## config.mk

```make
export PLATFORM = sky130hd
export DESIGN_NAME = dmem_port
export DESIGN_NICKNAME = d
export VERILOG_FILES = /design/src/verilog/dmem_pkg.sv /design/src/verilog/dmem_port.sv
export VERILOG_INCLUDE_DIRS = /design/src /design/src/verilog
export SDC_FILE = /design/constraint.sdc
export NUM_CORES = 1
export LEC_CHECK = 0
export BUFFER_PORTS_ARGS = -buffer_cell sky130_fd_sc_hd__buf_2
export CAP_MARGIN = 10
export CORE_AREA = 2 2 65 67
export DETAILED_ROUTE_END_ITERATION = 10
export DIE_AREA = 0 0 67 69
export SLEW_MARGIN = 10
export SYNTH_ARGS = -nofsm -noshare
export SYNTH_HDL_FRONTEND = slang
export SYNTH_SLANG_ARGS = --single-unit
```

## constraint.sdc

```tcl
create_clock -name i_clock -period 2.9 [get_ports i_clock]
set_input_delay 0.29 -clock i_clock [delete_from_list [all_inputs] [get_ports i_clock]]
set_output_delay 0.29 -clock i_clock [all_outputs]
set_load 0.05 [all_outputs]
```

## src/verilog/dmem_params.svh

```systemverilog
// Data-memory port parameters.
// Cache geometry, scratchpad window and the uncached address bit.

`ifndef DMEM_PARAMS_SVH
`define DMEM_PARAMS_SVH

// Cache index bits, 64 one-word lines.
`define DMEM_INDEX_BITS 6

// Scratchpad size in 32-bit words.
`define DMEM_SCRATCH_WORDS 256

// Base of the 1 KiB scratchpad window.
`define DMEM_SCRATCH_BASE 32'h0001_0000

// Address bit that selects an uncached access.
`define DMEM_UNCACHED_BIT 31

`endif
```

## src/verilog/dmem_pkg.sv

```systemverilog
// Data-memory port types.
// Request, bus transfer and cache line layouts.
`default_nettype none

package dmem_pkg;

	// ========================================
	// Load/store unit request
	// ========================================
	typedef struct packed {
		logic        rw;
		logic        flush;
		logic [31:0] address;
		logic [31:0] wdata;
	} dmem_req_t;

	// ========================================
	// External bus transfer
	// ========================================
	typedef struct packed {
		logic        rw;
		logic [31:0] address;
		logic [31:0] wdata;
	} bus_req_t;

	// ========================================
	// Cache line
	// ========================================
	// Tag is the full word address, so a hit needs no index compare.
	typedef struct packed {
		logic [31:0] data;
		logic [29:0] tag;
		logic        dirty;
		logic        valid;
	} cache_line_t;

endpackage

`default_nettype wire

```

## src/verilog/dmem_port.sv

```systemverilog
// Data-memory request router.
// Sends each request to the cache or the scratchpad by address and
// returns the response of the side that took it.
`default_nettype none
`timescale 1ns/1ps
`include "dmem_params.svh"

module dmem_port
	import dmem_pkg::*;
(
	input  wire            i_clock,
	input  wire            i_reset,

	// Requester side.
	input  wire            i_request,
	input  wire dmem_req_t i_req,
	output logic           o_ready,
	output logic [31:0]    o_rdata,

	// Targets.
	output logic           o_cache_request,
	output logic           o_scratch_request,
	input  wire            i_cache_ready,
	input  wire [31:0]     i_cache_rdata,
	input  wire            i_scratch_ready,
	input  wire [31:0]     i_scratch_rdata
);

	localparam int WINDOW_BITS = $clog2(`DMEM_SCRATCH_WORDS) + 2;
	localparam logic [31:0] SCRATCH_BASE = `DMEM_SCRATCH_BASE;

	logic in_window;
	logic busy;
	logic sel_scratch;
	logic to_scratch;

	// Flush is a cache operation whatever its address.
	assign in_window = !i_req.flush &&
		(i_req.address[31:WINDOW_BITS] == SCRATCH_BASE[31:WINDOW_BITS]);

	// Side is frozen once the request has been taken.
	assign to_scratch = busy ? sel_scratch : in_window;

	assign o_cache_request = i_request && !to_scratch;
	assign o_scratch_request = i_request && to_scratch;

	always_ff @(posedge i_clock) begin
		if (i_reset) begin
			busy <= 1'b0;
			sel_scratch <= 1'b0;
		end else if (o_ready) begin
			busy <= 1'b0;
		end else if (i_request && !busy) begin
			busy <= 1'b1;
			sel_scratch <= in_window;
		end
	end

	// Response merge.
	assign o_ready = sel_scratch ? i_scratch_ready : i_cache_ready;
	assign o_rdata = sel_scratch ? i_scratch_rdata : i_cache_rdata;

	// Only one side ever holds a request, so only one may answer.
	a_single_ready: assert property (@(posedge i_clock) disable iff (i_reset)
		!(i_cache_ready && i_scratch_ready));

endmodule

`default_nettype wire

```

== Word level (Yosys, flattened, before mapping) ==
Index checks and enable logic that the tools add are counted.
Operators by class
  $add $sub $neg: 0
  multiply operators: 0
  div/mod/pow operators: 0
  magnitude comparators: 0
  eq/ne operators: 1
  shifts and indexed selects: 0
  mux-type cells: 3
  bitwise logic cells: 1
  reductions and logical operators: 9
Operator list (number)
  32-bit two-way mux: 1
  22-bit by 7-bit == test with 1-bit output (second input constant): 1
  1-bit logical AND: 4
  1-bit zero test: 3
  1-bit two-way mux: 2
  2-bit AND reduction: 1
  2-bit OR reduction: 1
  1-bit NOT: 1
Word-level totals
  register bits: 2
  latch bits: 0
  RAM bits: 0
  ROM bits: 0
  logic and storage cells: 16
  memories: 0

== Longest topological paths before layout ==
Gate-level depths: netlist of run 1.
  depth after elaboration: 5
  mapped depth: 4

== Least setup slack after synthesis of run 1 ==
OpenSTA, ideal clock, no wires.
  path type: input-to-output
  start point: in i_req[58] (netlist bit)
  end point: out o_scratch_request
  arrival time: 1969 ps
  path slack: 641 ps
  stages: 3
  cells stage by stage: nor4_1 -> nand4_1 -> o31ai_1
On the way
  longest elaborated chain between the ends: 4
RTL lines
  start, declared: line dmem_port.sv:16  | input wire dmem_req_t i_req,
  22-bit by 7-bit == test with 1-bit output: line dmem_port.sv:39  | (i_req.address[31:WINDOW_BITS] == SCRATCH_BASE[31:WINDOW_BITS]);
  1-bit logical AND: line dmem_port.sv:38  | assign in_window = !i_req.flush &&
  1-bit two-way mux: line dmem_port.sv:42  | assign to_scratch = busy ? sel_scratch : in_window;
  1-bit logical AND: line dmem_port.sv:45  | assign o_scratch_request = i_request && to_scratch;
  end, declared: line dmem_port.sv:22  | output logic o_scratch_request,
No other way between the ends.

== Worst setup path after layout of run 1 ==
  start point: reg sel_scratch
  end point: out o_rdata[15]
On the way
  longest elaborated chain between the ends: 1
RTL lines
  start, declared: line dmem_port.sv:34  | logic sel_scratch;
  start signal, assigned: line dmem_port.sv:55  | sel_scratch <= in_window;
  32-bit two-way mux: line dmem_port.sv:61  | assign o_rdata = sel_scratch ? i_scratch_rdata : i_cache_rdata;
  end, declared: line dmem_port.sv:18  | output logic [31:0] o_rdata,
No other way between the ends.

==> results.sh, run 1 <==
export IMPL_outcome="finished, final reports clean"
export IMPL_start_util=0.144
export IMPL_final_fill_count=437
export IMPL_ys_types=19
export IMPL_yosysTopAreaCell="mux2_2"
export IMPL_r2r_setup_slack_ps=1550
export IMPL_stdcell_area_sq_um=1280
export IMPL_synth_area_leaders="mux2_2 (64%), dfxtp_1 (7.1%), nor4_1 (4.5%)"
export IMPL_reg2reg_from="sel_scratch"
export IMPL_ys_warnings_count=0
export IMPL_crit_required_ps=2610
export IMPL_fin_crit_ps=1930
export IMPL_timing_critical_path_from_type="register"
export IMPL_timing_worst_slew_pin_value_ps=378
export IMPL_drv_cap=0
export IMPL_yosysMostFrequentCell="mux2_2"
export IMPL_clock_skew_ps=3.35
export IMPL_drc=0
export IMPL_place_area_sq_um=1240
export IMPL_routed_via_density=4.03
export IMPL_grt_pass1_vias=875
export IMPL_ioPinCount=170
export IMPL_rsz0062_at_grt="false"
export IMPL_clockRootBuffer="clkbuf_8"
export IMPL_fmax_ghz=0.518
export IMPL_cts_hold_buf=0
export IMPL_syn_inst=58
export IMPL_synth_seq_cells=2
export IMPL_route_vias_total=943
export IMPL_setup_worst_path_start="sel_scratch"
export IMPL_endpoint_kind="output pin"
export IMPL_final_antenna_net_count=0
export IMPL_ys_seq_area_frac=0.0713
export IMPL_slew_violations=0
export IMPL_rr_endpoint="sel_scratch"
export IMPL_grt_overflow=0
export IMPL_synth_edf_count=0
export IMPL_wl_per_cell_microns=12.2
export IMPL_placementRows=23
export IMPL_htreeDepth=1
export IMPL_grt_max_degree=33
export IMPL_numCtsBuffers=3
export IMPL_min_path_cells=2
export IMPL_synth_top_area_share=0.641
export IMPL_ys_top_cells_by_count="mux2_2 (32), nor4_1 (4), buf_2 (3)"
export IMPL_coreArea_sq_um=3910
export IMPL_synthArstFlopShare=0
export IMPL_hold_violations=0
export IMPL_arrival_ps=1640
export IMPL_cts_tree="yes"
export IMPL_cts_buffer_depth=2
export IMPL_fin_setup_tns_ps=0
export IMPL_power_leakage_nw=0.686
export IMPL_critPathKind="register to output pin"
export IMPL_drt_initial_drc_count=9
export IMPL_place_port_buffers=126
export IMPL_p_per_area_nw_per_um2=267
export IMPL_worstHoldPathType="primary input to register"
export IMPL_netlist_area_sq_um=562
export IMPL_gp_congestion=0.732
export IMPL_hp_start="i_reset"
export IMPL_antenna_found_initial=0
export IMPL_ys_flop_type="dfxtp_1"
export IMPL_clk_pin_slew_ps=30
export IMPL_maxSlewHeadroom=0.748
export IMPL_grtUsageTotal=0.108
export IMPL_setup_violations=0
export IMPL_die_area_sq_um=4620
export IMPL_grt_first_pass_wirelength_microns=3870
export IMPL_cp_endpoint="o_rdata[15]"
export IMPL_antennaDiodeCount=0
export IMPL_reg2regPathDepth=3
export IMPL_wl_microns=2860
export IMPL_cts_sinks=2
export IMPL_dp_cells=231
export IMPL_drive_gt1_frac=0.891
export IMPL_pre_cts_ws_ps=1140
export IMPL_setup_slack_ps=971
export IMPL_clkLatencyLatePin_ps=210
export IMPL_fin_crit_sh=0.665
export IMPL_final_nets=321
export IMPL_syn_avg_cell_area_sq_um=9.69
export IMPL_die_w_microns=67
export IMPL_ctsResizeCount=0
export IMPL_crit_fanout=32
export IMPL_die_height_microns=69
export IMPL_synth_fp_nets=193
export IMPL_ir_drop_uv=205
export IMPL_areaGrowthSynthToFinish_pct=127
export IMPL_instances_no_fill=234
export IMPL_dp_hpwl_microns=2510
export IMPL_drt_pass1_iterations=4
export IMPL_cts_setup_buffers=0
## worst max-delay path, stage by stage, from the launching register on
cell	delay [ps]
dfxtp_1	410
buf_4	390
mux2_2	400
buf_2	210
## per-stage QoR
step / util / total power [W] / hold slack, ps
after floorplan: - / 0.000149 / 369
after global placement: 0.316 / 0.000233 / 495
after detailed placement: 0.316 / 0.000235 / 504
after CTS: 0.326 / 0.000346 / 289
after global routing: 0.326 / 0.000358 / 304
final: 0.326 / 0.000342 / 288
## layout make-up
cell class / instances / area (sq um) / share of cell area
multi-input cells: 51 / 492 / 0.385
well taps: 50 / 62.6 / 0.0490
inverters: 1 / 3.75 / 0.00294
flip-flops and latches: 2 / 40.0 / 0.0313
clock buffers: 3 / 41.3 / 0.0323
repair buffers: 127 / 638 / 0.500
## where the power goes
part           internal, W  switching [W]
clock            0.0000876      0.0000205
sequential       0.0000284    0.000000662
combinational    0.0000788       0.000126
## per-layer routing
metal / up-vias / wire length [microns] / track usage
li1: 479 / - / -
met4: 0 / 0 / 0.0204
met2: 85 / 1170 / 0.178
met5: - / 0 / 0
met3: 0 / 630 / 0.0718
met1: 379 / 1060 / 0.113
## kinds of logic (layout without fill, tap and decap cells)
group	count (synthesis)	count (layout)	synth area share
AND/OR/NAND/NOR	14	14	0.140
multiplexers	33	33	0.668
buffers and inverters	5	131	0.0534
AO/OA/AOI/OAI	4	4	0.0668
flip-flops	2	2	0.0713
## worst min-delay path by stage
| stage | slack (ps) | end |
|---|---|---|
| after floorplan | 370 | busy |
| after global placement | 500 | busy |
| after detailed placement | 500 | busy |
| after CTS | 290 | busy |
| after global routing | 300 | busy |
| final | 290 | busy |
## flip-flops by register name, indices dropped and copies added, names as in the netlist
| name | count |
|---|---|
| busy | 1 |
| sel_scratch | 1 |
## cells in the final DEF, fill, tap and decap left out
cell,n
or3_1,1
nor4b_1,1
o311a_1,1
o31ai_1,1
nand2_1,2
inv_1,1
o211ai_1,1
o31ai_2,1
buf_2,126
clkbuf_8,3
mux2_2,32
nor3_1,2
nand4_1,1
nand3_1,1
nor4_1,4
nand2b_1,1
nor2_1,1
dfxtp_1,2
mux2_4,1
buf_4,1
Power figures use the tool's default switching activity.
==> run 2, diff against run 1 <==
--- a/config.mk
+++ b/config.mk
@@ -8,9 +8,9 @@
 export LEC_CHECK = 0
 export BUFFER_PORTS_ARGS = -buffer_cell sky130_fd_sc_hd__buf_2
 export CAP_MARGIN = 10
-export CORE_AREA = 2 2 65 67
+export CORE_AREA = 2 2 67 69
 export DETAILED_ROUTE_END_ITERATION = 10
-export DIE_AREA = 0 0 67 69
+export DIE_AREA = 0 0 69 71
 export SLEW_MARGIN = 10
 export SYNTH_ARGS = -nofsm -noshare
 export SYNTH_HDL_FRONTEND = slang
==> constraint.sdc (replaced) <==
create_clock -name i_clock -period 1.8 [get_ports i_clock]
set_input_delay 0.18 -clock i_clock [delete_from_list [all_inputs] [get_ports i_clock]]
set_output_delay 0.18 -clock i_clock [all_outputs]
set_load 0.05 [all_outputs]
==> run 2 against run 1 <==
- combinational power increased by 57%
- global-route usage decreased by 1.3 points
- non-clock buffer count increased by 1
- clock skew about the same
==> results.sh, run 2 (synthesis results as in run 1) <==
export IMPL_outcome="finished, final reports clean"
export IMPL_final_nets=322
export IMPL_routed_via_density=4.09
export IMPL_final_cell_mix="buf_2 (126), mux2_2 (32), nor4_1 (4)"
export IMPL_coreArea_sq_um=4200
export IMPL_timing_critical_path_from_type="register"
export IMPL_place_port_buffers=126
export IMPL_biggestRegsByFlops="busy (1), sel_scratch (1)"
export IMPL_die_area_sq_um=4900
export IMPL_worstHoldPathType="primary input to register"
export IMPL_endpoint_kind="output pin"
export IMPL_antenna_found_initial=0
export IMPL_die_w_microns=69
export IMPL_crit_required_ps=1620
export IMPL_fin_crit_ps=1660
export IMPL_clkLatencyLatePin_ps=210
export IMPL_power_leakage_nw=0.693
export IMPL_clk_pin_slew_ps=30
export IMPL_ctsResizeCount=0
export IMPL_drv_cap=0
export IMPL_drive_gt1_frac=0.897
export IMPL_hold_violations=0
export IMPL_wl_per_cell_microns=10.3
export IMPL_ir_drop_uv=126
export IMPL_placementRows=24
export IMPL_drt_pass1_iterations=2
export IMPL_place_area_sq_um=1250
export IMPL_p_per_area_nw_per_um2=420
export IMPL_fin_crit_sh=0.921
export IMPL_reg2reg_from="sel_scratch"
export IMPL_pre_cts_ws_ps=204
export IMPL_antennaDiodeCount=0
export IMPL_rsz0062_at_grt="false"
export IMPL_hp_start="i_reset"
export IMPL_setup_violations=0
export IMPL_route_vias_total=970
export IMPL_final_antenna_net_count=0
export IMPL_critPathKind="register to output pin"
export IMPL_numCtsBuffers=3
export IMPL_drt_initial_drc_count=4
export IMPL_stdcell_area_sq_um=1290
export IMPL_slew_violations=0
export IMPL_fmax_ghz=0.603
export IMPL_drc=0
export IMPL_timing_worst_slew_pin_value_ps=291
export IMPL_die_height_microns=71
export IMPL_grtUsageTotal=0.0948
export IMPL_clock_skew_ps=3.19
export IMPL_final_common_cell="buf_2"
export IMPL_grt_pass1_vias=907
export IMPL_arrival_ps=1480
export IMPL_setup_slack_ps=143
export IMPL_gp_congestion=0.717
export IMPL_cts_hold_buf=0
export IMPL_final_fill_count=462
export IMPL_htreeDepth=1
export IMPL_crit_fanout=24
export IMPL_start_util=0.134
export IMPL_areaGrowthSynthToFinish_pct=130
export IMPL_maxSlewHeadroom=0.806
export IMPL_cts_sinks=2
export IMPL_cts_buffer_depth=2
export IMPL_grt_max_degree=25
export IMPL_setup_worst_path_start="sel_scratch"
export IMPL_wl_microns=2450
export IMPL_dp_hpwl_microns=2240
export IMPL_grt_first_pass_wirelength_microns=3860
export IMPL_cts_tree="yes"
export IMPL_ioPinCount=170
export IMPL_fin_setup_tns_ps=0
export IMPL_clockRootBuffer="clkbuf_8"
export IMPL_grt_overflow=0
export IMPL_cts_setup_buffers=0
[run 2: final timing paths]
path,end,cells past startpoint,slack [ps]
setup reg to reg,sel_scratch,3,510
setup / recovery,o_rdata[10],3,140
hold / removal,busy,2,170
hold reg to reg,busy,2,550
[run 2: routing by layer]
layer  wire [microns]  global-route usage
met3              374              0.0456
met1              807              0.0873
met5                0                   0
met4               13              0.0240
met2             1250               0.186
[run 2: stage by stage]
| step | hold WS (ps) | cells | utilization | power (W) |
|---|---|---|---|---|
| 2_1_floorplan | 259 | 58 | - | 0.000240 |
| 3_3_place_gp | 383 | 234 | 0.298 | 0.000367 |
| 3_5_place_dp | 390 | 234 | 0.298 | 0.000371 |
| 4_1_cts | 163 | 237 | 0.307 | 0.000555 |
| 5_1_grt | 165 | 237 | 0.307 | 0.000576 |
| 6_report | 169 | 237 | 0.307 | 0.000543 |
[run 2: area by class of cell]
| cell class | instances | area (sq um) | share of cell area |
|---|---|---|---|
| Inverter | 1 | 3.75 | 0.00290 |
| Multi-Input combinational cell | 51 | 497 | 0.384 |
| Clock buffer | 3 | 41.3 | 0.0319 |
| Timing Repair Buffer | 128 | 646 | 0.500 |
| Tap cell | 52 | 65.1 | 0.0503 |
| Sequential cell | 2 | 40.0 | 0.0310 |
[run 2: power breakdown]
part / switching (W) / internal (W) / total [W]
clock: 0.0000336 / 0.000141 / 0.000175
combinational: 0.000195 / 0.000127 / 0.000321
sequential: 0.00000124 / 0.0000458 / 0.0000471
[run 2: worst max-delay path, stage by stage, from the launching register on]
cell,delay (ps)
dfxtp_1,350
buf_4,310
mux2_2,380
buf_2,210
